File: config.mk
export PLATFORM = sky130hd
export DESIGN_NAME = mem_lane
export DESIGN_NICKNAME = d
export VERILOG_FILES = /design/src/source/secv_cfg_pkg.sv /design/src/source/secv_mem_pkg.sv /design/src/source/mem_lane.sv
export SDC_FILE = /design/constraint.sdc
export NUM_CORES = 2
export LEC_CHECK = 0
export BUFFER_PORTS_ARGS = -buffer_cell sky130_fd_sc_hd__buf_2
export CAP_MARGIN = 40
export CORE_MARGIN = 5
export CORE_UTILIZATION = 57
export DETAILED_ROUTE_END_ITERATION = 10
export PLACE_DENSITY = 0.77
export SLEW_MARGIN = 20
export SYNTH_ARGS = -nofsm -noshare
export SYNTH_HDL_FRONTEND = slang
export SYNTH_SLANG_ARGS = --single-unit
export TNS_END_PERCENT = 10
File: constraint.sdc
create_clock -name clk_i -period 2.57 [get_ports clk_i]
set_input_delay 0.257 -clock clk_i [delete_from_list [all_inputs] [get_ports clk_i]]
set_output_delay 0.257 -clock clk_i [all_outputs]
set_load 0.02 [all_outputs]
File: src/source/secv_cfg_pkg.sv
// Widths for a 64-bit core with a 16-bit byte address; WORD_OFS_BITS must equal log2 of SEL_WIDTH
package secv_cfg_pkg;

    // Data path width in bits
    localparam int XLEN = 64;

    // One byte select per data byte
    localparam int SEL_WIDTH = XLEN / 8;

    // Byte address as seen at the request port
    localparam int ADR_WIDTH = 16;

    // Byte position inside one doubleword
    localparam int WORD_OFS_BITS = 3;

endpackage

File: src/source/secv_mem_pkg.sv
// Opcode layout is {is_store, is_unsigned, size}; stores with is_unsigned and LD unsigned are illegal
package secv_mem_pkg;

    typedef struct packed {
        logic       is_store;
        logic       is_unsigned;
        logic [1:0] size;
    } mem_op_fields_t;

    // Raw view for the legality table, field view for size and extension
    typedef union packed {
        logic [3:0]     raw;
        mem_op_fields_t f;
    } mem_op_u;

    // Access size codes
    localparam logic [1:0] SIZE_B = 2'd0;
    localparam logic [1:0] SIZE_H = 2'd1;
    localparam logic [1:0] SIZE_W = 2'd2;
    localparam logic [1:0] SIZE_D = 2'd3;

    // Loads
    localparam logic [3:0] MEM_OP_LB  = 4'b0000;
    localparam logic [3:0] MEM_OP_LH  = 4'b0001;
    localparam logic [3:0] MEM_OP_LW  = 4'b0010;
    localparam logic [3:0] MEM_OP_LD  = 4'b0011;
    localparam logic [3:0] MEM_OP_LBU = 4'b0100;
    localparam logic [3:0] MEM_OP_LHU = 4'b0101;
    localparam logic [3:0] MEM_OP_LWU = 4'b0110;

    // Stores
    localparam logic [3:0] MEM_OP_SB  = 4'b1000;
    localparam logic [3:0] MEM_OP_SH  = 4'b1001;
    localparam logic [3:0] MEM_OP_SW  = 4'b1010;
    localparam logic [3:0] MEM_OP_SD  = 4'b1011;

    function automatic logic op_legal(mem_op_u op);
        case (op.raw)
            MEM_OP_LB, MEM_OP_LH, MEM_OP_LW, MEM_OP_LD,
            MEM_OP_LBU, MEM_OP_LHU, MEM_OP_LWU,
            MEM_OP_SB, MEM_OP_SH, MEM_OP_SW, MEM_OP_SD: return 1'b1;
            default: return 1'b0;
        endcase
    endfunction

    function automatic logic [3:0] op_bytes(mem_op_u op);
        return 4'd1 << op.f.size;
    endfunction

    function automatic logic [secv_cfg_pkg::SEL_WIDTH-1:0] op_sel(
        logic [1:0]                             size,
        logic [secv_cfg_pkg::WORD_OFS_BITS-1:0] ofs
    );
        logic [secv_cfg_pkg::SEL_WIDTH-1:0] mask;
        case (size)
            SIZE_B:  mask = 'h01;
            SIZE_H:  mask = 'h03;
            SIZE_W:  mask = 'h0f;
            default: mask = 'hff;
        endcase
        return mask << ofs;
    endfunction

    // Value already shifted down so the addressed bytes sit at bit 0
    function automatic logic [secv_cfg_pkg::XLEN-1:0] load_extend(
        mem_op_u                       op,
        logic [secv_cfg_pkg::XLEN-1:0] val
    );
        logic [secv_cfg_pkg::XLEN-1:0] res;
        logic                          sgn;
        case (op.f.size)
            SIZE_B: begin
                sgn = val[7] && !op.f.is_unsigned;
                res = {{(secv_cfg_pkg::XLEN-8){sgn}}, val[7:0]};
            end
            SIZE_H: begin
                sgn = val[15] && !op.f.is_unsigned;
                res = {{(secv_cfg_pkg::XLEN-16){sgn}}, val[15:0]};
            end
            SIZE_W: begin
                sgn = val[31] && !op.f.is_unsigned;
                res = {{(secv_cfg_pkg::XLEN-32){sgn}}, val[31:0]};
            end
            SIZE_D: begin
                sgn = 1'b0;
                res = val;
            end
        endcase
        return res;
    endfunction

endpackage

File: src/source/mem_lane.sv
// BANK_WORDS must be a power of two; bank contents clear on reset and errors never touch them
module mem_lane #(
    parameter int BANK_WORDS = 16
) (
    input  logic                                   clk_i,
    input  logic                                   arst_n_i,

    input  logic                                   in_valid_i,
    output logic                                   in_ready_o,
    input  secv_mem_pkg::mem_op_u                  in_op_i,
    input  logic [$clog2(BANK_WORDS)-1:0]          in_word_i,
    input  logic [secv_cfg_pkg::WORD_OFS_BITS-1:0] in_ofs_i,
    input  logic [secv_cfg_pkg::XLEN-1:0]          in_dat_i,
    input  logic                                   in_err_i,

    output logic                                   out_valid_o,
    input  logic                                   out_ready_i,
    output logic [secv_cfg_pkg::XLEN-1:0]          out_dat_o,
    output logic                                   out_wb_o,
    output logic                                   out_err_o
);

    localparam int XLEN = secv_cfg_pkg::XLEN;

    logic [XLEN-1:0]                    bank [BANK_WORDS];
    logic [XLEN-1:0]                    wr_dat;
    logic [XLEN-1:0]                    rd_dat;
    logic [secv_cfg_pkg::SEL_WIDTH-1:0] wr_sel;
    logic                               accept;
    logic                               is_load;
    logic                               do_write;

    logic                               out_valid_q;
    logic                               out_wb_q;
    logic                               out_err_q;
    logic [XLEN-1:0]                    out_dat_q;

    // Ready while the response slot is free or draining
    assign in_ready_o = !out_valid_q || out_ready_i;
    assign accept     = in_valid_i && in_ready_o;

    assign is_load  = !in_op_i.f.is_store;
    assign do_write = accept && !in_err_i && in_op_i.f.is_store;

    // Store bytes move up to the offset, load bytes move down to bit 0
    assign wr_sel = secv_mem_pkg::op_sel(in_op_i.f.size, in_ofs_i);
    assign wr_dat = in_dat_i << {in_ofs_i, 3'b000};
    assign rd_dat = bank[in_word_i] >> {in_ofs_i, 3'b000};

    always_ff @(posedge clk_i or negedge arst_n_i) begin
        if (!arst_n_i) begin
            for (int w = 0; w < BANK_WORDS; w++) begin
                bank[w] <= '0;
            end
        end else if (do_write) begin
            for (int b = 0; b < secv_cfg_pkg::SEL_WIDTH; b++) begin
                if (wr_sel[b]) begin
                    bank[in_word_i][8*b +: 8] <= wr_dat[8*b +: 8];
                end
            end
        end
    end

    // Response slot
    always_ff @(posedge clk_i or negedge arst_n_i) begin
        if (!arst_n_i) begin
            out_valid_q <= 1'b0;
            out_wb_q    <= 1'b0;
            out_err_q   <= 1'b0;
        end else if (accept) begin
            out_valid_q <= 1'b1;
            out_wb_q    <= is_load && !in_err_i;
            out_err_q   <= in_err_i;
        end else if (out_ready_i) begin
            out_valid_q <= 1'b0;
        end
    end

    // Stores and errors answer with zero data
    always_ff @(posedge clk_i) begin
        if (accept) begin
            if (in_err_i || !is_load) begin
                out_dat_q <= '0;
            end else begin
                out_dat_q <= secv_mem_pkg::load_extend(in_op_i, rd_dat);
            end
        end
    end

    assign out_valid_o = out_valid_q;
    assign out_dat_o   = out_dat_q;
    assign out_wb_o    = out_wb_q;
    assign out_err_o   = out_err_q;

endmodule

### After elaboration in Yosys (flattened, before gate mapping)

Cells that the tools add are included.

| storage, ports and cells | value |
|---|---|
| flip-flop bits (word level) | 1091 |
| bits of input ports | 80 |
| output and inout bits | 68 |
| word-level logic and storage cells | 91 |

| operators by class | value |
|---|---|
| magnitude comparators | 2 |
| eq/ne operators | 3 |
| shift-type cells | 3 |
| mux-type cells | 46 |
| bitwise operators | 1 |
| reductions and logical operators | 16 |

Operators by type and width:

| cell | number |
|---|---|
| 1024-bit two-way mux | 15 |
| 1024-bit bitwise mux | 8 |
| 64-bit demux with 4-bit select | 8 |
| 64-bit binary-select mux with 4-bit select | 1 |
| 64-bit one-hot mux with 4 select lines | 1 |
| 64-bit two-way mux | 3 |
| 64-bit by 6-bit << shifter with 64-bit output | 1 |
| 64-bit by 6-bit right shift with 64-bit output | 1 |
| 56-bit two-way mux | 1 |
| 48-bit two-way mux | 1 |
| 40-bit two-way mux | 1 |
| 32-bit two-way mux | 1 |
| 24-bit two-way mux | 1 |
| 8-bit one-hot mux with 3 select lines | 1 |
| 16-bit two-way mux | 1 |
| 1-bit logical AND | 8 |
| 8-bit two-way mux | 1 |
| 8-bit by 3-bit << shifter with 8-bit output | 1 |
| 5-bit greater-or-equal comparator (second input constant) | 1 |
| 5-bit by 1-bit less-than comparator with 1-bit output (second input constant) | 1 |
| 4-bit inverter with 5-bit output | 1 |
| 2-bit equality test (second input constant) | 2 |
| 1-bit zero test | 4 |
| 2-bit by 1-bit equality test with 1-bit output (second input constant) | 1 |
| 4 further kinds | 6 |

### Longest topological paths before layout

| depth | value |
|---|---|
| word-level depth | 28 |
| depth in mapped cells | 15 |
| depth with buffers taken out | 7 |

### Worst setup path before layout

Ideal clock, no wire load.

| timing path | value |
|---|---|
| kind | reg-to-reg |
| from | reg out_valid_q, in the netlist out_valid_o |
| to | reg bank[408] (netlist bit) |
| setup time | 0.125 ns |
| arrival time | 2.563 ns |
| data required time | 2.445 ns |
| slack | -0.118 ns |
| stages on the path, launching flop included | 8 |
| path buffers | 2 |
| clock period less this slack | 2.688 ns |
| cells stage by stage | dfrtp_1 > nand2b_1 > nand4b_1 > or3_1 > clkbuf_1 > clkbuf_1 > nor2_1 > mux2_2 |

| on the way | value |
|---|---|
| word-level cells in the longest chain between the ends | 5 |

RTL lines:

| what | line | source |
|---|---|---|
| from (decl) | mem_lane.sv:33 | `logic out_valid_q;` |
| from (signal assigned) | mem_lane.sv:67 | `out_valid_q <= 1'b0;` |
| from (signal assigned) | mem_lane.sv:71 | `out_valid_q <= 1'b1;` |
| from (signal assigned) | mem_lane.sv:75 | `out_valid_q <= 1'b0;` |
| 1-bit zero test | mem_lane.sv:39 | `assign in_ready_o = !out_valid_q \|\| out_ready_i;` |
| 1-bit logical OR | mem_lane.sv:39 |  |
| via in_ready_o | mem_lane.sv:9 | `output logic in_ready_o,` |
| 1-bit logical AND | mem_lane.sv:40 | `assign accept = in_valid_i && in_ready_o;` |
| 1-bit logical AND (2 in a row) | mem_lane.sv:43 | `assign do_write = accept && !in_err_i && in_op_i.f.is_store;` |
| to (signal, indexed assignment) | mem_lane.sv:58 | `bank[in_word_i][8*b +: 8] <= wr_dat[8*b +: 8];` |
| to (decl) | mem_lane.sv:25 | `logic [XLEN-1:0] bank [BANK_WORDS];` |

The timed path passes the listed nets, and every way through them passes these cells.
A chain may end at the register's enable or synchronous reset.

### Worst setup path in the final report

| timing path | value |
|---|---|
| from | reg bank[335] (netlist bit) |
| to | reg out_dat_q[36], in the netlist out_dat_o[36] (data pin) |

| on the way | value |
|---|---|
| word-level cells in the longest chain between the ends | 6 |
| elaborated cells on any way between the ends | 8 |
| those cells by class | shift (1); mux (4); reduce/logical (3) |

RTL lines:

| what | line | source |
|---|---|---|
| 64-bit binary-select mux with 4-bit select * | mem_lane.sv:48 | `assign rd_dat = bank[in_word_i] >> {in_ofs_i, 3'b000};` |
| 64-bit two-way mux (implied by the code) * (2 in a row) | mem_lane.sv:48 |  |
| 64-bit by 6-bit right shift with 64-bit output * | mem_lane.sv:48 |  |
| 1-bit logical AND (on tied branches) | secv_mem_pkg.sv:81, secv_mem_pkg.sv:73, secv_mem_pkg.sv:77 |  |
| 64-bit one-hot mux with 4 select lines * | secv_mem_pkg.sv:71 | `case (op.f.size)` |
| to (signal assigned) | mem_lane.sv:85 | `out_dat_q <= secv_mem_pkg::load_extend(in_op_i, rd_dat);` |
| to (decl) | mem_lane.sv:36 | `logic [XLEN-1:0] out_dat_q;` |

Every way passes the cells marked *; elsewhere a longest branch is shown, timed or not. The select of a mux whose other input is x is not followed.

==> results by group <==
Synth
  • Synth Instances: 4,662
  • Area of the mapped netlist: 52,100 sq um
  • EDFF count, synth: 64
  • Synth warnings: 0
  • Register bit count reported by yosys: 1,091
  • Compound-cell area share of the yosys netlist: 12.8%
  • Simple-Gate Fraction of Synth Area: 9.95%
  • Xor/xnor cell area share of the yosys netlist: 0%
  • Predominant post-synthesis flop cell: dfrtp_1
  • Synth cell types: 71
  • Syn Area/Cell: 11.2 sq um
  • Post-Synth Adder-Cell Area: 0%
  • Top cells by area, synth: dfrtp_1 49%, mux2_2 7.8%, mux4_2 7.8%, o21ai_0 5.4%, nand2_1 5.0%
  • Top cell type's share of synthesized area: 49.4%
  • Post-synthesis mux area share: 20.6%
  • Async set or reset register ratio after synthesis: 94.1%
  • Largest family of logic cells by synthesized area: multiplexers
  • Syn Nets: 4,742
  • Cell taking the most area after synthesis: dfrtp_1
  • Sequential-to-total area share from yosys stat: 53.1%

Routing
  • Drt first-iter violations: 5,042
  • First-pass DRT Iterations: 6
  • # DRC: 0
  • Routed vias/inst: 6.55
  • WL final: 175,000 microns
  • Post-route ant nets: 0
  • DR WL/cell: 27.3 microns
  • Vias: 42,200

Timing
  • RSZ-0062 raised after global routing: true
  • Hold WS: 82.6 ps
  • Slew at the pin closest to its max-slew limit: 826 ps
  • Final Setup Violations: 18
  • Final Max Slew Viols: 0
  • Slew headroom: 44.7%
  • Min Tclk post-route: 2610 ps
  • Fin. Hold Viols: 0
  • Final Cycle Share: 101%
  • Setup WS post-layout: -36.0 ps
  • Fmax: 0.384 GHz
  • Clk_skew: 48.3 ps

Clock tree
  • CTS Buf Count: 109
  • Worst-Skew Late Latency: 730 ps
  • Root buf cell: clkbuf_16
  • Max Root-Sink Buffers: 3
  • CTS tree: done
  • H-tree Lvls: 3
  • Clock transition at path regs: 60 ps
  • CTS Sinks: 1,091

Power and ir drop
  • Leak Pwr: 28.5 nW
  • Cell Pwr Density: 643 nW/um^2
  • Maximum VDD drop: 0.000619 V
  • Total power: 40.0 mW

Setup path
  • Startpoint types: flop
  • CP max stage delay: 550 ps
  • Worst EP arrival: 3160 ps
  • CP max stage cell: mux4_2
  • Crit Path Max Fanout: 11
  • CP Class: flop to flop
  • Worst Setup End Kind: flop
  • Crit-path cells: mux2i_1 > mux4_2 > a22oi_2 > o311a_1 > o311ai_1 > or4_4 > buf_4 > nand4_1
  • Req. time, crit path: 3120 ps

Cells and area
  • Nets@finish: 5,241
  • Fraction of layout cells with a size suffix above 1: 28.9%
  • Register Area: 27,600 sq um
  • Synth-to-layout area growth: 19.4%
  • Leading cell types in the layout, fill and taps excluded: 1,027 x dfrtp_1, 687 x nand2_1, 558 x o21ai_0, 477 x buf_4, 427 x nor2_1
  • Multi-input gate area: 22,700 sq um
  • Commonest non-fill, non-tap cell in the layout: dfrtp_1
  • Filler cells: 6,273
  • Non-filler cells in the finished layout: 6,434

Global route
  • First-pass GRT wire length: 266,000 microns
  • Largest net degree at the start of global routing: 126
  • Vias in the first global route: 42,600
  • Initial antenna violation count: 15
  • Total global routing overflow: 0
  • Tot GR Track Use: 35.6%

Place
  • Gpl congestion: 1.02
  • Port bufs: 147
  • HPWL Detailed: 126,000 microns
  • Cells after DPL: 6,221

Min path
  • Worst hold path type: primary input to flop

Run status
  • Failing checks: negative setup slack
  • Status: complete, but fails checks

Floorplan
  • Die Y-Extent: 312 microns
  • FP Rows: 110
  • Core area: 90,300 sq um
  • Die W: 312 microns
  • Ports: 148
  • Die area: 97,500 sq um
  • Initial Util: 57.7%

Job
  • Max-capacitance violation count: 0
state kept, by name (all words and copies together), names as in the netlist:
name	flops
bank	1024
out_dat_o	64
out_err_o	1
out_valid_o	1
out_wb_o	1
through the flow:
step                      TNS [ps]  setup WS, ps  instance area [sq um]  util [%]
after global routing         -2050         -87.1                  62200      68.9
final                         -166         -36.0                  62200      68.9
after CTS                        0          7.72                  62100      68.8
after floorplan             -11030          -118                  52100         -
after global placement      -43000          -562                  58300      64.6
after detailed placement    -26640          -544                  58400      64.6
worst max-delay path, delay by kind of cell, from the launching register on:
family	cells	cell delay (ps)
muxes	2	650
and+or+nand+nor	2	650
AOI/OAI and AO/OA	3	540
DFF	1	370
buffers and inverters	1	220
kinds of logic after synthesis:
family | Yosys count
and+or+nand+nor | 1279
buffers and inverters | 361
muxes | 798
AOI/OAI and AO/OA | 1133
DFF | 1091
power breakdown:
group | switching [mW] | total (mW) | internal, mW
clock network | 7.13 | 16.4 | 9.25
logic | 3.09 | 5.14 | 2.06
registers | 0.422 | 18.5 | 18.1
total | 10.6 | 40.0 | 29.4
path summary, 6_finish.rpt:
| kind | startpoint | to | slack (ps) | cells past startpoint |
|---|---|---|---|---|
| max in group asynchronous | arst_n_i | bank[758] | 1420 | 4 |
| worst max register to register | bank[335] | out_dat_o[36] | -40 | 8 |
| worst min register to register | bank[87] | bank[87] | 470 | 2 |
| min in group asynchronous | arst_n_i | bank[738] | 90 | 2 |
| worst max-delay path | bank[335] | out_dat_o[36] | -40 | 8 |
| worst min-delay path | in_op_i[3] | out_wb_o | 80 | 3 |
cell type report:
| class | count | area share [%] |
|---|---|---|
| inverter | 7 | 0.0422 |
| clock inverter | 48 | 0.974 |
| timing repair buffer | 742 | 10.8 |
| sequential | 1091 | 44.4 |
| antenna | 4 | 0.0161 |
| multi-input combinational | 3210 | 36.5 |
| clock buffer | 156 | 4.96 |
| tap | 1176 | 2.37 |
timing repair:
action / CTS / global route
gates resized for setup: 5 / 14
pin swaps: 0 / 1
setup endpoints to repair: 57 / 56
hold endpoints to repair: 302 / 0
buffers inserted: 0 / 1
hold buffers: 4 / 0
cell usage after synthesis (10+ instances only):
master       n
nand2_1    687
mux2i_1    254
nor3_1      22
buf_1       10
buf_4       14
a22o_1      20
buf_6       15
buf_12      14
nand4_1     41
nor2_2      15
o21ai_1     13
nand3_1     15
buf_2       75
o22ai_1     39
a21oi_1    171
a211oi_1    13
o21ai_0    561
a31oi_1    117
nor2_1     428
edfxtp_1    64
a22oi_1     75
and2_1      19
clkbuf_1   220
mux4_2     181
dfrtp_1   1027
a221oi_1    26
o211ai_1    22
mux2_2     362
layer usage:
layer	GRT usage (%)	vias to the layer above	share of wire (%)
met4	16.4	8	5.7
li1	-	17900	-
met2	52.6	2574	44
met3	11.0	569	13
met5	0	-	0.035
met1	48.8	21100	38
Note: power is estimated with default switching activity, not from simulation.
