$ cat src/source/secv_cfg_pkg.sv
// Widths for a 64-bit core with a 16-bit byte address; WORD_OFS_BITS must equal log2 of SEL_WIDTH
package secv_cfg_pkg;

    // Data path width in bits
    localparam int XLEN = 64;

    // One byte select per data byte
    localparam int SEL_WIDTH = XLEN / 8;

    // Byte address as seen at the request port
    localparam int ADR_WIDTH = 16;

    // Byte position inside one doubleword
    localparam int WORD_OFS_BITS = 3;

endpackage

$ cat src/source/mem_collect.sv
// Order queue holds 4 lane indices; the dispatcher must not push while order_full_o is high
module mem_collect #(
    parameter int N_LANES = 4
) (
    input  logic                                      clk_i,
    input  logic                                      arst_n_i,

    input  logic                                      order_push_i,
    input  logic [$clog2(N_LANES)-1:0]                order_lane_i,
    output logic                                      order_full_o,

    input  logic [N_LANES-1:0]                        lrsp_valid_i,
    output logic [N_LANES-1:0]                        lrsp_ready_o,
    input  logic [N_LANES-1:0][secv_cfg_pkg::XLEN-1:0] lrsp_dat_i,
    input  logic [N_LANES-1:0]                        lrsp_wb_i,
    input  logic [N_LANES-1:0]                        lrsp_err_i,

    output logic                                      rsp_valid_o,
    input  logic                                      rsp_ready_i,
    output logic [secv_cfg_pkg::XLEN-1:0]             rsp_dat_o,
    output logic                                      rsp_wb_o,
    output logic                                      rsp_err_o
);

    localparam int LANE_BITS = $clog2(N_LANES);
    localparam int DEPTH     = 4;
    localparam int PTR_BITS  = $clog2(DEPTH);

    logic [LANE_BITS-1:0] fifo_q [DEPTH];
    logic [PTR_BITS-1:0]  wr_ptr_q;
    logic [PTR_BITS-1:0]  rd_ptr_q;
    logic [PTR_BITS:0]    count_q;
    logic [LANE_BITS-1:0] head;
    logic                 empty;
    logic                 push;
    logic                 pop;

    assign empty        = (count_q == '0);
    assign order_full_o = (count_q == (PTR_BITS+1)'(DEPTH));
    assign head         = fifo_q[rd_ptr_q];

    assign push = order_push_i && !order_full_o;
    assign pop  = rsp_valid_o && rsp_ready_i;

    always_ff @(posedge clk_i or negedge arst_n_i) begin
        if (!arst_n_i) begin
            wr_ptr_q <= '0;
            rd_ptr_q <= '0;
            count_q  <= '0;
        end else begin
            if (push) begin
                wr_ptr_q <= wr_ptr_q + 1'b1;
            end
            if (pop) begin
                rd_ptr_q <= rd_ptr_q + 1'b1;
            end
            if (push && !pop) begin
                count_q <= count_q + 1'b1;
            end else if (pop && !push) begin
                count_q <= count_q - 1'b1;
            end
        end
    end

    always_ff @(posedge clk_i) begin
        if (push) begin
            fifo_q[wr_ptr_q] <= order_lane_i;
        end
    end

    // Only the head lane is visible and acknowledged
    assign rsp_valid_o = !empty && lrsp_valid_i[head];
    assign rsp_dat_o   = lrsp_dat_i[head];
    assign rsp_wb_o    = lrsp_wb_i[head];
    assign rsp_err_o   = lrsp_err_i[head];

    always_comb begin
        for (int i = 0; i < N_LANES; i++) begin
            lrsp_ready_o[i] = !empty && rsp_ready_i && (head == LANE_BITS'(i));
        end
    end

endmodule

$ cat config.mk
export PLATFORM = sky130hd
export DESIGN_NAME = mem_collect
export DESIGN_NICKNAME = d
export VERILOG_FILES = /design/src/source/secv_cfg_pkg.sv /design/src/source/mem_collect.sv
export SDC_FILE = /design/constraint.sdc
export NUM_CORES = 1
export LEC_CHECK = 0
export BUFFER_PORTS_ARGS = -buffer_cell sky130_fd_sc_hd__buf_2
export CORE_AREA = 3 3 135 137
export CTS_CLUSTER_SIZE = 25
export DETAILED_ROUTE_END_ITERATION = 12
export DIE_AREA = 0 0 138 140
export PLACE_DENSITY = 0.41
export SYNTH_ARGS = -nofsm -noshare
export SYNTH_HDL_FRONTEND = slang
export SYNTH_SLANG_ARGS = --single-unit
$ cat constraint.sdc
create_clock -name clk_i -period 3.1 [get_ports clk_i]
set_clock_uncertainty 0.15 [all_clocks]
set_input_delay 0.62 -clock clk_i [delete_from_list [all_inputs] [get_ports clk_i]]
set_output_delay 0.62 -clock clk_i [all_outputs]
set_load 0.1 [all_outputs]
## Yosys cells after proc, flatten, opt, wreduce, memory -nomap -nowiden

Memory sizes are Yosys's and may differ from the RTL's.
Cells that the tools add are included.

| storage, ports and cells | value |
|---|---|
| bits in registers | 7 |
| RAM bits | 8 |
| input bits | 274 |
| output and inout bits | 72 |
| logic and storage cells | 42 |
| memories kept | 1 |

| cells by class | value |
|---|---|
| $add $sub $neg | 4 |
| magnitude comparators | 1 |
| eq/ne operators | 4 |
| muxes and demuxes | 12 |
| reduce and logical (&&, ||, !) cells | 17 |

Memory list:

| memory | words | bits a word | rd ports | clocked after memory_dff | wr ports | line | text |
|---|---|---|---|---|---|---|---|
| fifo_q | 4 | 2 | 1 | 0 | 1 | mem_collect.sv:29 | `logic [LANE_BITS-1:0] fifo_q [DEPTH];` |

Operator list:

| operator | number |
|---|---|
| 64-bit binary-select mux with 2-bit select | 1 |
| 64-bit 2-to-1 mux | 1 |
| 1-bit logical AND | 10 |
| 1-bit binary-select mux with 2-bit select | 3 |
| 3-bit 2-to-1 mux | 2 |
| 1-bit 2-to-1 mux | 5 |
| 2-bit by 1-bit adder with 2-bit output (second input constant) | 2 |
| 2-bit equality test (second input constant) | 2 |
| 1-bit zero test | 4 |
| 3-bit by 1-bit adder with 3-bit output (second input constant) | 1 |
| 3-bit equality test (second input constant) | 1 |
| 3-bit zero test | 1 |
| 2-bit by 3-bit less-than comparator with 1-bit output (second input constant) | 1 |
| 3-bit by 1-bit subtractor with 3-bit output (second input constant) | 1 |
| 2-bit by 1-bit equality test with 1-bit output (second input constant) | 1 |
| 2-bit zero test | 1 |
| 2-bit nonzero test | 1 |

## Longest topological paths before layout

Gate-level depths: netlist of run 1.
An unclocked memory read counts as a cell.

| logic depth | value |
|---|---|
| word-level depth | 8 |
| depth in mapped cells | 13 |
| depth with buffers taken out | 10 |

## Worst setup path after synthesis of run 1

Ideal clock, no wire load.

| path | value |
|---|---|
| path type | register to register |
| start | reg count_q[0] |
| end | reg count_q[1] |
| library setup time | 0.125 ns |
| data arrival time | 3.981 ns |
| required time | 2.825 ns |
| path slack | -1.156 ns |
| stages on the path, launching flop included | 8 |
| path buffers | 1 |
| period minus slack after synthesis | 4.256 ns |
| cells stage by stage | dfrtp_1 nor3b_1 nor2b_1 clkbuf_1 ha_1 inv_1 fa_1 mux2_2 |

| on the way | value |
|---|---|
| elaborated cells on any way between the ends | 16 |
| those cells by class | add/sub (2); eq/ne (1); mux (2); reduce/logical (11) |

RTL lines:

| element | line | text |
|---|---|---|
| from (decl) | mem_collect.sv:32 | `logic [PTR_BITS:0] count_q;` |
| from (signal assigned) | mem_collect.sv:58 | `count_q <= count_q + 1'b1;` |
| from (signal assigned) | mem_collect.sv:60 | `count_q <= count_q - 1'b1;` |
| 3-bit equality test (*) | mem_collect.sv:39 | `assign order_full_o = (count_q == (PTR_BITS+1)'(DEPTH));` |
| net order_full_o | mem_collect.sv:10 | `output logic order_full_o,` |
| 1-bit zero test (*) | mem_collect.sv:42 | `assign push = order_push_i && !order_full_o;` |
| 1-bit logical AND (*) | mem_collect.sv:42 |  |
| net push | mem_collect.sv:35 | `logic push;` |
| 1-bit zero test | mem_collect.sv:59 | `end else if (pop && !push) begin` |
| 1-bit logical AND | mem_collect.sv:59 |  |
| 2-bit nonzero test (no source line) | - |  |

Mark *: on every way through the listed nets, which the timed path passes. The rest lies on a longest branch. The select of a mux whose other input is x is not followed.
A chain may end at the register's enable or synchronous reset.

## Final worst setup path of run 1

| path | value |
|---|---|
| start | reg rd_ptr_q[0] |
| end | out rsp_dat_o[23] in the netlist's numbering |

| on the way | value |
|---|---|
| cells in the longest elaborated chain, start to end | 3 |

RTL lines:

| element | line | text |
|---|---|---|
| from (decl) | mem_collect.sv:31 | `logic [PTR_BITS-1:0] rd_ptr_q;` |
| from (signal assigned) | mem_collect.sv:55 | `rd_ptr_q <= rd_ptr_q + 1'b1;` |
| memory read 4 x 2 bit | - |  |
| 64-bit binary-select mux with 2-bit select | mem_collect.sv:73 | `assign rsp_dat_o = lrsp_dat_i[head];` |
| 64-bit 2-to-1 mux (not written as such) | mem_collect.sv:73 |  |
| to (decl) | mem_collect.sv:20 | `output logic [secv_cfg_pkg::XLEN-1:0] rsp_dat_o,` |

No other way between the ends. The select of a mux whose other input is x is not followed.

==> results.md, run 1 <==
- The count of buffers from port buffering is between 300 and 400.
- The startpoint class of the critical path is a flip-flop.
- Entering global routing, the biggest net connects 40 pins.
- The layout overhead on the synthesized area is 135%.
- The worst path in the final design needs a cycle of 3.19 ns, including I/O delays and setup.
- The final count of hold timing violations was 0.
- The worst endpoint required time is 2.33 ns.
- The cell area after synthesis is 2450 um^2.
- The floorplan has 48 rows.
- The final count of negative-setup-slack endpoints is 63.
- The worst setup slack after layout is -0.0884 ns.
- For this block, the initial DRC count from the detailed router was 130.
- The aggregate global-route resource usage is about 15%.
- The count of buffering cells on the critical path with inverters included is 3.
- For this block, the via count after detailed routing is 3030.
- The clock passes through at most 2 buffers.
- The core region is ~17000 um^2.
- The number of register bits inferred by synthesis is 15.
- For this design the top-level I/O count stands at 346.
- The CTS tree is done.
- Dividing the final minimum period by the clock period gives 103%.
- The top fanout value on the critical path is 6.
- The worst setup slack after placement is 0.131 ns.
- The critical path class is reg -> out.
- The path category of the worst min-delay check is in -> async.
- For this design, the slowest cell found on the critical path is mux4_4.
- For this run, the number of Yosys warnings is 0.
- After detailed placement, the design holds a cell count of 702.
- In this design, the stage delay of the slowest critical-path cell is 0.70 ns.
- In the final routed layout, each cell accounts on average for 21.9 um.
- Synthesis produced 144 cells.
- The horizontal die dimension is 138 um.
- The post-synthesis share of cell area spent on full adders, half adders and majority gates is 3.37%.
- The residual DRC count is 0.
- The cell taking the most area after synthesis is mux4_2.
- Measured against its own limit, the worst slew margin works out to between 60% and 70%.
- Summing the sequential cell areas from Yosys gives 17.0% of the chip area.
- The die covers 19300 um^2.
- The worst setup path is captured at a primary output.
- Setup repair after global routing could not meet its margin everywhere.
- For the pin with the worst max-slew slack, the measured transition is 0.559 ns.
- In this design, the critical path's most frequently occurring cell is buf_12.
- The final standard cell count with taps included and fillers excluded is roughly 720.
- The kind of cell adding the most delay to the critical path is multiplexers.
- The mean cell area of the mapped netlist is about 17 um^2.
- The main combinational cell family by area after synthesis is multiplexers.
- The final reports fail on setup timing.
- The smallest hold slack is slightly above 0.05 ns.
- The via count of the first global-routing pass is approximately 3400.
- Of the cells placed in the final design, the portion with a size suffix greater than 1 is 89.8%.
- Leaving out fill and tap cells, the most frequent cell in the layout is buf_2.
- The number of antenna violations at the first check in global routing is 1.
- The maximum clock frequency is around 0.31 GHz.
- Walking the worst path, the cells encountered are mux4_4, buf_12, buf_12, mux4_2, buf_12.
- The share of the synthesized area in the top cell type is 56.1%.
- Summing the areas of all compound-gate instances in the mapped netlist gives 1.64% of the synthesized area.
- Clock tree synthesis found a total of 15 sinks.
- The first TritonRoute pass finished after 4 iterations.
- In the layout the commonest cells are buf_2 (274), buf_12 (73), mux4_2 (66), edfxtp_1 (8), dfrtp_1 (7).
- Detailed placement finished with a half-perimeter wire length of 13100 um.
- The number of nets in the layout is 771.
- The clock slew seen by the registers of the worst setup and hold paths is around 0.050 ns.
- In this run the vertical extent of the chip is 140 um.
- The run finished, with violations left.
- The number of H-tree levels is 1.
- Of the post-synthesis cell area, the part taken by muxes is approximately two thirds.
- The initial core utilization is roughly 14%.
- The simple-gate share of the synthesized area is about 3.2%.
- The count of pins over their slew limit is 0.
- Dividing the detail-routed via count by the number of cells gives 4.23.
- Wires add up to approximately 16000 um.
- The share of the synthesized netlist area taken by xor and xnor gates is 2.15%.
- Synthesis produced a netlist with a net count of 424.
- The worst-skew pair later-pin latency is 0.24 ns.
- The total overflow left after global routing is 0.
- The number of maximum-capacitance constraint violations is 0.
- By area the synthesized netlist is led by mux4_2 (56%), edfxtp_1 (9.8%), mux4_1 (7.5%).
- The final estimated routing congestion in global placement is 0.943.
- Data on the critical path arrives at its endpoint at 2.42 ns.
- The CTS root buffer is clkbuf_16.
- Once detail routing completed, the nets flagged for antenna violations numbered 0.
- Counting distinct cell types in the post-synthesis netlist gives 26.
- The number of buffers added by the clock tree synthesis step is 3.
- The global-route wire length before repair is 22400 um.
## cell usage after synthesis, drive strengths merged
library cell,number
nor3b,1
mux2i,4
o21ai,2
mux4,68
inv,4
mux2,2
dfrtp,7
clkbuf,5
nor2,5
ha,5
nor2b,1
o22ai,1
edfxtp,8
nand2,4
xor2,3
fa,1
buf,13
xnor2,3
and2,4
o31a,2
nand2b,1
## logic make-up (layout without fill, tap and decap cells)
kind of cell,Yosys count,in the layout
multiplexers,74,74
buffers and inverters,22,368
AND/OR/NAND/NOR,16,16
flip-flops,15,15
adder cells (fa/ha/maj),6,6
XOR/XNOR,6,6
AO/OA/AOI/OAI,5,5
other,0,2
## final cells by class
cell class	count	area, um^2
Antenna cell	2	5.00
Clock buffer	3	75.1
Clock inverter	1	5.00
Fill cell	1745	11400
Inverter	4	15.0
Multi-Input combinational cell	107	1890
Sequential cell	15	415
Tap cell	225	282
Timing Repair Buffer	360	3060
## layer usage
metal,global-route usage [%],up-vias,wire [um]
met5,0,-,0
met4,3.48,0,318
met3,2.29,16,888
met2,27.3,155,8410
met1,19.1,1524,6120
li1,-,1335,-
## stage by stage
step	TNS, ns	utilization, %	cell area [um^2]
CTS	-3.04	33.3	5720
global route	-6.75	33.4	5740
global placement	0	31.8	5470
finish	-1.65	33.4	5750
floorplan	-0.545	-	2460
detailed placement	0	31.8	5470
## state kept, by name, indices dropped and copies added (netlist names)
register and cells:
rd_ptr_q 2, wr_ptr_q 2, fifo_q 8, count_q 3
## final timing paths
path                             start             to  slack, ns  cells past startpoint
setup / recovery           rd_ptr_q[0]  rsp_dat_o[23]      -0.09                      5
setup reg to reg           rd_ptr_q[0]     count_q[1]       0.03                     10
hold / removal                arst_n_i     count_q[1]       0.05                      1
hold reg to reg             count_q[2]     count_q[2]       0.37                      1
max in group asynchronous     arst_n_i    rd_ptr_q[0]       2.59                      1
min in group clk_i          count_q[2]     count_q[2]       0.37                      1
## timing repair
item	4_1_cts	5_1_grt
setup buffers	4	0
setup endpoints to repair	50	69
pin swaps	1	0
gates cloned	4	1
gates resized for setup	13	4
hold buffers	0	0
Power of run 1 is not shown: default switching activity piles up to over one toggle a cycle in this logic, so the estimate is an artifact.
==> run 2: changes to the inputs <==
--- a/config.mk
+++ b/config.mk
@@ -10,6 +10,7 @@
 export CTS_CLUSTER_SIZE = 25
 export DETAILED_ROUTE_END_ITERATION = 12
 export DIE_AREA = 0 0 138 140
+export HOLD_SLACK_MARGIN = 0.08
 export PLACE_DENSITY = 0.41
 export SYNTH_ARGS = -nofsm -noshare
 export SYNTH_HDL_FRONTEND = slang
==> results.md, run 2 (synthesis results as in run 1) <==
- The maximum number of pins on one net before global-route repair is 40 (unchanged).
- The initial core utilization is 14.3% (unchanged).
- The via count of the first global-routing pass is 3373 (-0.18%).
- The launching point of the worst reg2reg path is rd_ptr_q[0].
- The final estimated routing congestion in global placement is 0.943 (unchanged).
- The total number of vias is 3031 (+0.033%).
- The worst-skew pair later-pin latency is 0.24 ns (about the same).
- The reg-to-reg setup timing slack is 0.02 ns (about the same).
- The initial DRC count came to 135 (+3.8%).
- The total number of placement rows is 48 (unchanged).
- The endpoint of the most critical register-to-register path is count_q[1].
- The CTS root buffer is clkbuf_16.
- The worst hold path depth is 1.
- The clock slew seen by the registers of the worst setup and hold paths was 0.05 ns (about the same).
- The flow ran to the end, but the final reports show violations.
- The path category of the worst min-delay check is reg -> reg.
- The startpoint of the worst setup timing path is rd_ptr_q[0].
- The number of buffers added by the clock tree synthesis step was 3 (unchanged).
- The cell with the biggest individual delay on the critical path is mux4_4.
- The normalized max-slew margin is 62.6% (-0.11 points).
- The post-DP HPWL came to 13100 um (unchanged).
- The aggregate global-route resource usage is 15.1% (about the same).
- The path length in cells of the critical path came to 5 (unchanged).
- The number of detailed-route iterations in the first pass was 4 (unchanged).
- TritonCTS built the clock tree.
- The global-route wire length before repair is 22300 um (about the same).
- The signal on the critical path passes through mux4_4, buf_12, buf_12, mux4_2, buf_12.
- The data arrival time of the worst path is 2.42 ns (about the same).
- The peak per-stage delay on the critical path is 0.70 ns (about the same).
- The final count of hold timing violations came to 0 (unchanged).
- The actual slew at the worst max-slew pin is 0.561 ns (+0.00158 ns).
- Setup repair after global routing could not meet its margin everywhere.
- The library cells used most frequently in the layout, excluding fill and tap cells, are buf_2 (274), buf_12 (73), mux4_2 (66), edfxtp_1 (8), dfrtp_1 (7).
- The library cell used most frequently in the layout, excluding fill and tap cells, is buf_2.
- The top fanout value on the critical path is 6 (unchanged).
- The worst-case clock buffer depth is 2 (unchanged).
- The share of final-layout standard cells stronger than drive strength 1 is 89.6% (-0.18 points).
- The critical path ends at rsp_dat_o[23].
- The worst setup slack after layout is -0.0880 ns (+0.000312 ns).
- The residual DRC count came to 0 (unchanged).
- The sum of overflow across all layers after global routing is 0 (unchanged).
- The number of nets still failing antenna checks after routing was 0 (unchanged).
- The total wire length after detailed routing is 15700 um (about the same).
- The checks that failed: setup timing.
- The post-route standard cell area excluding fillers is 5760 um^2 (+0.17%).
- Grouping stages by cell kind, the critical path spends the most delay in multiplexers.
- The count of buffers from port buffering is 345 (unchanged).
- The horizontal die dimension is 138 um (unchanged).
- The total I/O pin count is 346 (unchanged).
- The critical path class is reg -> out.
- The startpoint class of the critical path is a flip-flop.
- The die span in y is 140 um (unchanged).
- The number of maximum-capacitance constraint violations is 0 (unchanged).
- The number of antenna violations at the first check in global routing is 1 (unchanged).
- The maximum clock frequency is 0.314 GHz (about the same).
- The count of buffering cells on the critical path with inverters included came to 3 (unchanged).
- Counting stages on the worst path, the most repeated cell is buf_12.
- The part of the cycle the worst path needs is 103% (about the same).
- The number of flip-flops under the largest register name came to 8 (unchanged).
- The largest registers in the layout are fifo_q (8), count_q (3).
- The count of pins over their slew limit was 0 (unchanged).
- The number of H-tree levels is 1 (unchanged).
- The average detailed-routed wire length per instance is 21.9 um (about the same).
- The final critical path time including I/O delays and setup is 3.19 ns (-0.000312 ns).
- The final count of negative-setup-slack endpoints is 63 (unchanged).
- The die area is 19300 um^2 (unchanged).
- The final standard cell count with taps included and fillers excluded is 718 (+0.14%).
- The path depth of the worst reg2reg path was 10 (unchanged).
- The clock sink total is 15 (unchanged).
- The worst endpoint required time is 2.33 ns (about the same).
- The layout overhead on the synthesized area is 135%.
- STA classifies the critical path endpoint as a primary output.
- The core area is 17200 um^2 (unchanged).
- The number of placed cells counting well taps is 702 (unchanged).
- The smallest hold slack came to 0.372 ns (+0.321 ns).
- The via density per instance is 4.22 (-0.11%).
- The number of nets in the layout is 772 (+0.13%).
- The standard cell area after detailed placement is 5470 um^2 (unchanged).
- The register bank with the most flops is fifo_q.
run 2: layer usage:
layer  part of all wire [%]  GRT usage, %
met3                    6.0          2.29
met1                     39          19.1
met2                     53          27.3
met5                      0             0
met4                    2.0          3.48
run 2: worst min-delay path by stage:
stage                from          end  slack [ns]
6_report       count_q[2]   count_q[2]        0.37
5_1_grt        count_q[2]   count_q[2]        0.41
4_1_cts        count_q[2]   count_q[2]        0.37
3_5_place_dp     arst_n_i  wr_ptr_q[1]        0.32
3_3_place_gp     arst_n_i  wr_ptr_q[1]        0.31
2_1_floorplan    arst_n_i   count_q[0]        0.17
run 2: what timing repair did:
item                                    CTS  global route
hold buffers                              1             0
endpoints found under the setup margin   50            69
gates cloned                              4             1
gates resized for setup                  13             4
pin swaps                                 1             0
endpoints found under the hold margin     7             0
setup buffers                             4             0
run 2: cell type report:
class / count / area [um^2]
Clock buffer: 3 / 75.1
Tap cell: 225 / 282
Inverter: 4 / 15.0
Sequential cell: 15 / 415
Multi-Input combinational cell: 107 / 1890
Fill cell: 1744 / 11400
Clock inverter: 1 / 5.00
Timing Repair Buffer: 361 / 3070
Antenna cell: 2 / 5.00
run 2: stage by stage:
stage | setup TNS (ns) | setup slack, ns | utilization [%]
floorplan | -0.545 | -0.214 | -
global placement | 0 | 0.171 | 31.8
detailed placement | 0 | 0.131 | 31.8
CTS | -3.04 | -0.0972 | 33.3
global route | -6.75 | -0.180 | 33.5
finish | -1.65 | -0.0880 | 33.5
run 2: worst reg2reg max path: stages (launching register included):
cell,delay [ns]
dfrtp_1,0.40
mux4_4,0.70
buf_12,0.19
buf_8,0.13
mux2i_4,0.19
o22ai_2,0.20
inv_1,0.08
ha_2,0.19
inv_1,0.07
fa_1,0.41
mux2_2,0.27
Power of run 2 is left out for the same reason.
