--- config.mk ---
export PLATFORM = sky130hd
export DESIGN_NAME = mem_dispatch
export DESIGN_NICKNAME = d
export VERILOG_FILES = /design/src/source/secv_cfg_pkg.sv /design/src/source/secv_mem_pkg.sv /design/src/source/mem_dispatch.sv
export SDC_FILE = /design/constraint.sdc
export NUM_CORES = 1
export LEC_CHECK = 0
export ABC_CLOCK_PERIOD_IN_PS = 4000
export BUFFER_PORTS_ARGS = -buffer_cell sky130_fd_sc_hd__buf_4
export CORE_UTILIZATION = 40
export DETAILED_ROUTE_END_ITERATION = 10
export PLACE_DENSITY = 0.78
export RECOVER_POWER = 25
export SYNTH_ARGS = -nofsm -noshare
export SYNTH_HDL_FRONTEND = slang
export SYNTH_SLANG_ARGS = --single-unit
--- constraint.sdc ---
create_clock -name clk_i -period 4 [get_ports clk_i]
set_input_delay 0.8 -clock clk_i [delete_from_list [all_inputs] [get_ports clk_i]]
set_output_delay 0.8 -clock clk_i [all_outputs]
set_load 0.03 [all_outputs]
--- src/source/secv_cfg_pkg.sv ---
// Widths for a 64-bit core with a 16-bit byte address; WORD_OFS_BITS must equal log2 of SEL_WIDTH
package secv_cfg_pkg;

    // Data path width in bits
    localparam int XLEN = 64;

    // One byte select per data byte
    localparam int SEL_WIDTH = XLEN / 8;

    // Byte address as seen at the request port
    localparam int ADR_WIDTH = 16;

    // Byte position inside one doubleword
    localparam int WORD_OFS_BITS = 3;

endpackage

--- src/source/secv_mem_pkg.sv ---
// Opcode layout is {is_store, is_unsigned, size}; stores with is_unsigned and LD unsigned are illegal
package secv_mem_pkg;

    typedef struct packed {
        logic       is_store;
        logic       is_unsigned;
        logic [1:0] size;
    } mem_op_fields_t;

    // Raw view for the legality table, field view for size and extension
    typedef union packed {
        logic [3:0]     raw;
        mem_op_fields_t f;
    } mem_op_u;

    // Access size codes
    localparam logic [1:0] SIZE_B = 2'd0;
    localparam logic [1:0] SIZE_H = 2'd1;
    localparam logic [1:0] SIZE_W = 2'd2;
    localparam logic [1:0] SIZE_D = 2'd3;

    // Loads
    localparam logic [3:0] MEM_OP_LB  = 4'b0000;
    localparam logic [3:0] MEM_OP_LH  = 4'b0001;
    localparam logic [3:0] MEM_OP_LW  = 4'b0010;
    localparam logic [3:0] MEM_OP_LD  = 4'b0011;
    localparam logic [3:0] MEM_OP_LBU = 4'b0100;
    localparam logic [3:0] MEM_OP_LHU = 4'b0101;
    localparam logic [3:0] MEM_OP_LWU = 4'b0110;

    // Stores
    localparam logic [3:0] MEM_OP_SB  = 4'b1000;
    localparam logic [3:0] MEM_OP_SH  = 4'b1001;
    localparam logic [3:0] MEM_OP_SW  = 4'b1010;
    localparam logic [3:0] MEM_OP_SD  = 4'b1011;

    function automatic logic op_legal(mem_op_u op);
        case (op.raw)
            MEM_OP_LB, MEM_OP_LH, MEM_OP_LW, MEM_OP_LD,
            MEM_OP_LBU, MEM_OP_LHU, MEM_OP_LWU,
            MEM_OP_SB, MEM_OP_SH, MEM_OP_SW, MEM_OP_SD: return 1'b1;
            default: return 1'b0;
        endcase
    endfunction

    function automatic logic [3:0] op_bytes(mem_op_u op);
        return 4'd1 << op.f.size;
    endfunction

    function automatic logic [secv_cfg_pkg::SEL_WIDTH-1:0] op_sel(
        logic [1:0]                             size,
        logic [secv_cfg_pkg::WORD_OFS_BITS-1:0] ofs
    );
        logic [secv_cfg_pkg::SEL_WIDTH-1:0] mask;
        case (size)
            SIZE_B:  mask = 'h01;
            SIZE_H:  mask = 'h03;
            SIZE_W:  mask = 'h0f;
            default: mask = 'hff;
        endcase
        return mask << ofs;
    endfunction

    // Value already shifted down so the addressed bytes sit at bit 0
    function automatic logic [secv_cfg_pkg::XLEN-1:0] load_extend(
        mem_op_u                       op,
        logic [secv_cfg_pkg::XLEN-1:0] val
    );
        logic [secv_cfg_pkg::XLEN-1:0] res;
        logic                          sgn;
        case (op.f.size)
            SIZE_B: begin
                sgn = val[7] && !op.f.is_unsigned;
                res = {{(secv_cfg_pkg::XLEN-8){sgn}}, val[7:0]};
            end
            SIZE_H: begin
                sgn = val[15] && !op.f.is_unsigned;
                res = {{(secv_cfg_pkg::XLEN-16){sgn}}, val[15:0]};
            end
            SIZE_W: begin
                sgn = val[31] && !op.f.is_unsigned;
                res = {{(secv_cfg_pkg::XLEN-32){sgn}}, val[31:0]};
            end
            SIZE_D: begin
                sgn = 1'b0;
                res = val;
            end
        endcase
        return res;
    endfunction

endpackage

--- src/source/mem_dispatch.sv ---
// Needs N_LANES and BANK_WORDS to be powers of two, both at least 2; holds one request at a time
module mem_dispatch #(
    parameter int N_LANES    = 4,
    parameter int BANK_WORDS = 16
) (
    input  logic                                     clk_i,
    input  logic                                     arst_n_i,

    input  logic                                     req_valid_i,
    output logic                                     req_ready_o,
    input  secv_mem_pkg::mem_op_u                    req_op_i,
    input  logic [secv_cfg_pkg::ADR_WIDTH-1:0]       req_adr_i,
    input  logic [secv_cfg_pkg::XLEN-1:0]            req_dat_i,

    output logic [N_LANES-1:0]                       lane_valid_o,
    input  logic [N_LANES-1:0]                       lane_ready_i,
    output secv_mem_pkg::mem_op_u                    lane_op_o,
    output logic [$clog2(BANK_WORDS)-1:0]            lane_word_o,
    output logic [secv_cfg_pkg::WORD_OFS_BITS-1:0]   lane_ofs_o,
    output logic [secv_cfg_pkg::XLEN-1:0]            lane_dat_o,
    output logic                                     lane_err_o,

    output logic                                     order_push_o,
    output logic [$clog2(N_LANES)-1:0]               order_lane_o,
    input  logic                                     order_full_i
);

    localparam int OFS_BITS  = secv_cfg_pkg::WORD_OFS_BITS;
    localparam int LANE_BITS = $clog2(N_LANES);
    localparam int WORD_BITS = $clog2(BANK_WORDS);
    localparam int SPAN_BITS = OFS_BITS + LANE_BITS + WORD_BITS;

    logic [OFS_BITS-1:0]  ofs_d;
    logic [LANE_BITS-1:0] lane_raw;
    logic [LANE_BITS-1:0] lane_d;
    logic [WORD_BITS-1:0] word_d;
    logic                 range_err;
    logic                 align_err;
    logic                 err_d;
    logic                 issue;

    logic                 valid_q;
    logic [LANE_BITS-1:0] lane_q;

    // Address split: offset, then lane, then bank word
    assign ofs_d    = req_adr_i[OFS_BITS-1:0];
    assign lane_raw = req_adr_i[OFS_BITS +: LANE_BITS];
    assign word_d   = req_adr_i[OFS_BITS + LANE_BITS +: WORD_BITS];

    assign range_err = (req_adr_i >> SPAN_BITS) != '0;
    assign align_err = (ofs_d & OFS_BITS'(secv_mem_pkg::op_bytes(req_op_i) - 4'd1)) != '0;
    assign err_d     = !secv_mem_pkg::op_legal(req_op_i) || align_err || range_err;

    // Out-of-range requests still answer, through lane 0
    assign lane_d = range_err ? '0 : lane_raw;

    assign issue       = valid_q && !order_full_i && lane_ready_i[lane_q];
    assign req_ready_o = !valid_q || issue;

    always_ff @(posedge clk_i or negedge arst_n_i) begin
        if (!arst_n_i) begin
            valid_q <= 1'b0;
        end else if (req_ready_o) begin
            valid_q <= req_valid_i;
        end
    end

    always_ff @(posedge clk_i) begin
        if (req_valid_i && req_ready_o) begin
            lane_q      <= lane_d;
            lane_op_o   <= req_op_i;
            lane_word_o <= word_d;
            lane_ofs_o  <= ofs_d;
            lane_dat_o  <= req_dat_i;
            lane_err_o  <= err_d;
        end
    end

    always_comb begin
        for (int i = 0; i < N_LANES; i++) begin
            lane_valid_o[i] = valid_q && !order_full_i && (lane_q == LANE_BITS'(i));
        end
    end

    // Order entry goes in with the lane handshake
    assign order_push_o = issue;
    assign order_lane_o = lane_q;

endmodule

# Word level (Yosys, flattened, before mapping)
# Memories as Yosys holds them, arrays and structs flattened.
# Index checks and enable logic that the tools add are counted.
dict set report totals {
  inputBits 92
  n_memories 1
  word_cells 33
  rom_bits 16
  reg_bits 79
}
dict set report classes {
  eq_ne 3
  reduce_logical 16
  mux 2
  n_lt_le_gt_ge 1
  n_addsub 1
  n_bitwise 1
  shift 1
}
# name depth width read_ports rd_ports_with_merged_regs wr line_no
set mem_list {}
lappend mem_list {{(name not given)} 16 1 1 0 0 secv_mem_pkg.sv:38} ;# case (op.raw)
# cell count
set ops {}
lappend ops {{$reduce_bool A16 Y1} 1}
lappend ops {{$logic_and A1 B1 Y1} 7}
lappend ops {{$eq A2 B2 Y1 const B} 2}
lappend ops {{$and A3 B3 Y3} 1}
lappend ops {{$logic_not A1 Y1} 3}
lappend ops {{$logic_or A1 B1 Y1} 3}
lappend ops {{$lt A2 B3 Y1 const B} 1}
lappend ops {{$reduce_bool A3 Y1} 1}
lappend ops {{$shl A1 B2 Y3 const A} 1}
lappend ops {{$sub A3 B1 Y3 const B} 1}
lappend ops {{$bmux W1 S2} 1}
lappend ops {{$eq A2 B1 Y1 const B} 1}
lappend ops {{$logic_not A2 Y1} 1}
lappend ops {{$mux W1} 1}

# Depth between registers and ports, before layout
# Gate-level depths: netlist (run 1).
dict set report depth {
  word_depth 6
  ltp_mapped 3
  ltp_nobuf 3
}

# Least setup slack after synthesis (run 1)
# No wires, ideal clock.
dict set report synth_timing {
  kind {input to register}
  startpoint {input order_full_i}
  endpoint {register lane_dat_o[0] (netlist name) (enable)}
  n_path_buf 0
  arrival_time_ps 3638
  cell_stages 3
  slack_ps -83
  path_cell_list {or2_2 > o221ai_1 > and2_1}
}
dict set report synth_between {
  elab_chain_cells 5
}
# item line_no
set synth_rtl {}
lappend synth_rtl {{start: declaration} mem_dispatch.sv:25} ;# input logic order_full_i
lappend synth_rtl {{$logic_not A1 Y1} mem_dispatch.sv:57} ;# assign issue = valid_q && !order_full_i && lane_ready_i[lane_q];
lappend synth_rtl {{$logic_and A1 B1 Y1 (2 in series)} mem_dispatch.sv:57}
lappend synth_rtl {{$logic_or A1 B1 Y1} mem_dispatch.sv:58} ;# assign req_ready_o = !valid_q || issue;
lappend synth_rtl {{via req_ready_o} mem_dispatch.sv:10} ;# output logic req_ready_o,
lappend synth_rtl {{$logic_and A1 B1 Y1} mem_dispatch.sv:69} ;# if (req_valid_i && req_ready_o) begin
lappend synth_rtl {{end signal: assignment} mem_dispatch.sv:74} ;# lane_dat_o <= req_dat_i;
lappend synth_rtl {{end: declaration} mem_dispatch.sv:20} ;# output logic [secv_cfg_pkg::XLEN-1:0] lane_dat_o,
# The timed path passes the listed nets, and every way through them passes these cells.
# A chain may end at the register's enable or synchronous reset.

# Worst setup path after layout (run 1)
dict set report layout_timing {
  startpoint {input order_full_i}
  endpoint {output req_ready_o}
}
dict set report layout_between {
  elab_chain_cells 4
}
# item line_no
set layout_rtl {}
lappend layout_rtl {{$logic_not A1 Y1} mem_dispatch.sv:57}
lappend layout_rtl {{$logic_and A1 B1 Y1 (2 in series)} mem_dispatch.sv:57}
lappend layout_rtl {{$logic_or A1 B1 Y1} mem_dispatch.sv:58}
lappend layout_rtl {{end: declaration} mem_dispatch.sv:10}
# Every way passes these cells.

==> results of run 1 <==
-- worst max-delay path: stages --
cell      delay, ns
buf_4          0.12
or2_2          0.29
o221ai_1       0.27
buf_4          0.22
-- logic make-up after synthesis --
logic type / Yosys count
mux: 3
flops: 79
simple gates: 16
compound gates: 4
-- cell type report --
type | count | area [µm²]
Sequential cell | 79 | 2367
Fill cell | 441 | 1844
Timing Repair Buffer | 175 | 1314
Multi-Input combinational cell | 23 | 180.2
Clock buffer | 11 | 131.4
Clock inverter | 4 | 95.09
Tap cell | 75 | 93.84
-- power groups by stage --
stage,clock [µW],combinational (µW),sequential [µW]
after CTS,685,266,981
after floorplan,0,34.5,1080
after global routing,708,274,985
after global placement,0,261,997
final,672,260,980
after detailed placement,0,265,1000
-- state kept, by name (all words and copies together), names as in the netlist --
register,count
lane_dat_o,64
lane_err_o,1
lane_ofs_o,3
lane_op_o,4
lane_word_o,4
order_lane_o,2
valid_q,1
-- how the worst max path moves through the flow --
stage                          end  slack [ns]  cells after the start
floorplan            lane_dat_o[0]        0.74                      3
global placement    lane_dat_o[10]        1.29                      4
detailed placement  lane_word_o[0]        1.25                      4
CTS                    req_ready_o        1.50                      4
global route           req_ready_o        1.45                      4
finish                 req_ready_o        1.50                      4
-- metal layers --
metal | track usage | vias up
met5 | 0 | -
met4 | 0.1246 | 0
met3 | 0.07333 | 18
met2 | 0.3496 | 104
met1 | 0.1545 | 802
li1 | - | 782
-- cells in the mapped netlist --
library cell	number
mux2i_1	2
nor3_1	1
o21a_1	1
nor4_4	1
o21ai_0	2
o221ai_1	1
nand2b_1	3
and2_1	3
nor3b_1	2
nand4_1	1
mux2_2	1
or2_2	1
edfxtp_1	78
nor2_1	1
dfrtp_1	1
or4_4	1
and4b_1	1
nand2_1	1
-- through the flow --
stage               std cells  hold WS, ns    util
floorplan                 102       0.5044       -
global placement          352       0.5768  0.6564
detailed placement        352       0.5794  0.6564
CTS                       367       0.2171  0.6939
global route              367       0.2375  0.6939
finish                    367       0.2564  0.6939
==> metrics.yaml, run 1 <==
status:
  status: "finished, final reports clean"
critical_path:
  reg2reg_setup_slack_ns: 1.66
  required_ns: 3.20
  reg2reg_to: "lane_dat_o[57]"
  startpoint: "order_full_i"
  cp.arrival_ns: 1.70
  r2r_start: "order_lane_o[0]"
  cp-end-kind: "output pin"
  critPathKind: "in2out"
  start_kind: "primary input"
  worstPathMaxFanout: 4
  worst_r2r_path_depth: 3
yosys:
  netlist_area_mm2: 0.002545
  synth_nets: 194
  yosysTopAreaCell: "edfxtp_1"
  synthTopCellsByArea: "edfxtp_1 92%, dfrtp_1 0.98%, nor4_4 0.84%"
  syn_inst: 102
  yosysSeqAreaShare: 0.9302
  synth-compound-area-share: 0.01032
  ys_seq_elements: 79
  synthAdderAreaFrac: 0
  ys_types: 18
  avgSynthCellArea_um2: 24.95
  yosys_warnings: 0
  synthMuxAreaShare: 0.01229
  synth_xor_area_frac: 0
  synthSimpleGateAreaFrac: 0.04720
  synth_top_family_by_area: "simple AND/OR/NAND/NOR gates"
  synth_top_area_frac: 0.9204
grt:
  grt_pass1_vias: 1789
  track_usage: 0.1854
  antenna_found_initial: 0
  grt_max_degree: 79
  grt_first_pass_wirelength_mm: 8.493
  grt_remaining_overflow: 0
timing:
  relSlewSlack: 0.3541
  tightest_slew_ns: 0.9689
  grt_setup_unrepaired: "no"
  finalCritPeriodShare: 0.6254
  period_minus_slack_ns: 2.501
  finClkSkew_ns: 0.009616
  setup_viol: 0
  setup_slack_ns: 1.499
  hold_violations: 0
  setup-tns-final_ns: 0
  clock.fmax_mhz: 399.8
  slew_viol_final: 0
job:
  drv_cap: 0
placement:
  place_ws_ns: 1.252
  io_buffers: 175
  gp_congestion: 0.7815
  dp_hpwl_mm: 4.753
  place_area_mm2: 0.003955
clock_tree:
  cts_htree_levels: 3
  clockRootBuffer: "clkbuf_8"
  clk_latency_ns: 0.33
  cts_buffers: 9
  cts_hold_buf: 0
  post_cts_buffers: 0
  cts_tree: "yes"
  cts_sinks: 79
  cts-resized-gates: 0
  clockBufferDepth: 2
  clk_pin_slew_ns: 0.07
routing:
  highest_layer: "met4"
  drc: 0
  met3_length_um: 613
  drt_iter0_markers: 86
  first_pass_iters: 3
  antenna_left: 0
  routedWlPerCell_um: 16.73
  avgViaCountPerCell: 4.649
  wirelength_mm: 6.140
  m1WireLength_mm: 1.875
  vias: 1706
  met2_length_mm: 3.438
pwr:
  power.total_uw: 1912
  power_density_mw_per_mm2: 457.3
  p_leak_uw: 0.001737
  netSwitchingPower_uw: 423.5
  clockPowerShare: 0.351
  p_comb_frac: 0.136
  seq_power_share: 0.513
  max-vdd-ir-drop_uv: 321.7
  p_int_uw: 1489
  swShare: 0.2215
final_layout:
  area_delta_synth_final_pct: 64.31
  num_antenna_cells: 0
  postLayoutCellArea_mm2: 0.004182
  mostFrequentLayoutCells: "115 x buf_4, 78 x edfxtp_1, 60 x clkbuf_4, 9 x clkbuf_8"
  final_common_cell: "buf_4"
  nets: 380
  layout-drive-gt1-share: 0.6610
floorplan:
  core-area_mm2: 0.006026
  die_y_um: 81.77
  die_w_um: 81.77
  top_level_ports: 176
  start_util: 0.4223
  dieArea_mm2: 0.006686
  num_rows: 28
hold_path:
  hold_class: "in2async"
Note: power is estimated with default switching activity, not from simulation.
==> run 2: changes to the inputs <==
Settings changed: ABC_AREA set to 1, ABC_CLOCK_PERIOD_IN_PS 4000 to 2600.
Clock period 4 ns to 2.6 ns, I/O delays scaled along.
==> metrics.yaml, run 2 <==
timing:
  setup_viol: 0  # unchanged
  relSlewSlack: 0.5705  # +0.2164
  setup-tns-final_ns: 0  # unchanged
  hold_violations: 0  # unchanged
  grt_setup_unrepaired: "no"
  slew_viol_final: 0  # unchanged
  finClkSkew_ns: 0.009766  # +0.0001503 ns
  period_minus_slack_ns: 2.012
  finalCritPeriodShare: 0.7739
  tightest_slew_ns: 0.6429  # -0.3260 ns
  clock.fmax_mhz: 497.0
yosys:
  synth_flop_cell: "edfxtp_1"
  yosys_warnings: 0  # unchanged
  netlist_area_mm2: 0.002545  # unchanged
  synth_edf_count: 78  # unchanged
  yosysTopAreaCell: "edfxtp_1"
  synth-compound-area-share: 0.005900  # -0.004425
  ys_top_cells_by_count: "78 x edfxtp_1, 11 x nand2_1, 6 x inv_1, 4 x nor2_1, 4 x nor3_1"
  synth_top_area_frac: 0.9204  # unchanged
  synthMuxAreaShare: 0  # -0.01229
  ys_types: 15  # -3
  avgSynthCellArea_um2: 21.75  # -13%
  async_flop_share: 0.01266  # unchanged
  synth_most_common_cell: "edfxtp_1"
  ys_seq_elements: 79  # unchanged
  synthSimpleGateAreaFrac: 0.05359  # +0.006391
  synth_nets: 209  # +7.7%
  syn_inst: 117  # +15%
  yosysSeqAreaShare: 0.9302  # unchanged
  synthTopCellsByArea: "edfxtp_1 92%, nand2_1 1.6%, dfrtp_1 0.98%"
  synthAdderAreaFrac: 0  # unchanged
  synth_xor_area_frac: 0  # unchanged
  synth_top_family_by_area: "simple AND/OR/NAND/NOR gates"
floorplan:
  start_util: 0.4223  # unchanged
  top_level_ports: 176  # unchanged
  die_y_um: 81.77  # unchanged
  num_rows: 28  # unchanged
  die_w_um: 81.77  # unchanged
  core-area_mm2: 0.006026  # unchanged
  dieArea_mm2: 0.006686  # unchanged
clock_tree:
  cts_sinks: 79  # unchanged
  clockBufferDepth: 2  # unchanged
  cts_tree: "yes"
  clk_latency_ns: 0.33  # about the same
  clk_pin_slew_ns: 0.07  # about the same
  post_cts_buffers: 0  # unchanged
  clockRootBuffer: "clkbuf_8"
  cts_htree_levels: 3  # unchanged
  cts_buffers: 9  # unchanged
grt:
  grt_remaining_overflow: 0  # unchanged
  antenna_found_initial: 0  # unchanged
  grt_max_degree: 25  # -68%
  track_usage: 0.1825  # -0.002908
  grt_pass1_vias: 1778  # -0.61%
  grt_first_pass_wirelength_mm: 8.355  # -1.6%
final_layout:
  nets: 399  # +5.0%
  final_common_cell: "buf_4"
  fillCellCount: 416  # -5.7%
  multiInputGateArea_um2: 162.7  # -9.7%
  largest_reg_flops: 64  # unchanged
  mostFrequentLayoutCells: "115 x buf_4, 78 x edfxtp_1, 60 x clkbuf_4, 11 x nand2_1, 9 x clkbuf_8"
  num_antenna_cells: 0  # unchanged
  area_delta_synth_final_pct: 65.78
  top_register: "lane_dat_o"
  postLayoutCellArea_mm2: 0.004219  # +0.90%
  regArea_mm2: 0.002367  # unchanged
  top_regs: "lane_dat_o: 64 flops, lane_op_o: 4 flops, lane_word_o: 4 flops"
  layout-drive-gt1-share: 0.6399  # -0.02109
critical_path:
  critPathKind: "reg2reg"
  cp.arrival_ns: 2.04  # +0.34 ns
  worstPathMaxFanout: 24  # +20
  worst_r2r_path_depth: 8  # +5
  cp-end-kind: "register"
  required_ns: 2.63  # -0.57 ns
  start_kind: "register"
  r2r_start: "order_lane_o[0]"
  startpoint: "order_lane_o[0]"
placement:
  place_area_mm2: 0.004024  # +1.7%
  io_buffers: 175  # unchanged
  dp_hpwl_mm: 4.782  # +0.61%
  gp_congestion: 0.7415  # -5.1%
routing:
  first_pass_iters: 4  # +1
  routedWlPerCell_um: 15.51  # -7.3%
  antenna_left: 0  # unchanged
  wirelength_mm: 5.985  # -2.5%
  avgViaCountPerCell: 4.516  # -2.9%
  drt_iter0_markers: 74  # -14%
  drc: 0  # unchanged
  vias: 1743  # +2.2%
hold_path:
  hold_path_startpoint: "req_dat_i[63]"
  hold_class: "in2reg"
  min_path_cells: 1
pwr:
  max-vdd-ir-drop_uv: 484.8  # +51%
  p_leak_uw: 0.001791  # +3.2%
  power_density_mw_per_mm2: 644.8  # +41%
status:
  status: "finished, final reports clean"
job:
  drv_cap: 0  # unchanged
run 2: cell types whose count changed after synthesis, moves of 2 or more:
| cell | change |
|---|---|
| inv_1 | +6 |
| nand2_1 | +10 |
| nand2b_1 | -3 |
| nor2_1 | +3 |
| nand2_2 | +3 |
| mux2i_1 | -2 |
| nor3b_1 | -2 |
| nor3_1 | +3 |
run 2: metrics by stage:
| stage | util | instances | setup slack [ns] | power [µW] | hold WS (ns) |
|---|---|---|---|---|---|
| floorplan | - | 117 | -0.1310 | 1689 | 0.2244 |
| global placement | 0.6678 | 370 | 0.5910 | 1904 | 0.2988 |
| detailed placement | 0.6678 | 370 | 0.5434 | 1913 | 0.3000 |
| CTS | 0.7002 | 386 | 0.5696 | 2756 | 0.3370 |
| global route | 0.7002 | 386 | 0.4789 | 2813 | 0.3471 |
| finish | 0.7002 | 386 | 0.5879 | 2721 | 0.3660 |
run 2: final timing paths:
path	slack, ns	end
setup / recovery	0.59	lane_dat_o[38]
hold / removal	0.37	lane_dat_o[63]
setup reg to reg	0.59	lane_dat_o[38]
hold reg to reg	0.58	valid_q
max in group asynchronous	2.01	valid_q
min in group asynchronous	0.51	valid_q
run 2: routing by layer:
layer / share of wire / vias to the layer above / global-route usage
met5: 0 / - / 0
met4: 0.016 / 0 / 0.09474
met3: 0.11 / 6 / 0.09111
met2: 0.55 / 102 / 0.3413
met1: 0.32 / 815 / 0.1537
li1: - / 820 / -
run 2: cells by family (layout without fill, tap and decap cells):
kind of cell           Yosys count  after routing
AND/OR/NAND/NOR                 28             28
buffers and inverters            7            201
AO/OA/AOI/OAI                    3              3
flip-flops                      79             79
run 2: cell type report:
| class | count | area share |
|---|---|---|
| flip-flops and latches | 79 | 0.5611 |
| clock buffers | 9 | 0.02936 |
| well taps | 75 | 0.02224 |
| multi-input cells | 31 | 0.03855 |
| clock inverters | 6 | 0.01453 |
| inverters | 7 | 0.006228 |
| repair buffers | 179 | 0.3280 |
run 2: repair_timing:
action / CTS / global route
gates resized for setup: 0 / 0
setup endpoints to repair: 0 / 0
endpoints found under the hold margin: 1 / 0
hold buffers: 1 / 0
run 2: worst max-delay path, cell delays in order (launching register included):
cell	delay, ns
edfxtp_1	0.47
inv_2	0.12
nand2_1	0.06
nand2_1	0.06
nand2_1	0.05
nand2_1	0.07
nand2_2	0.08
a21oi_4	0.55
buf_12	0.26
run 2: power breakdown:
group          switching (µW)  internal (µW)  total (µW)
clock                     407            437         844
combinational             212            173         385
sequential               18.8           1470        1490
total                     638           2080        2720
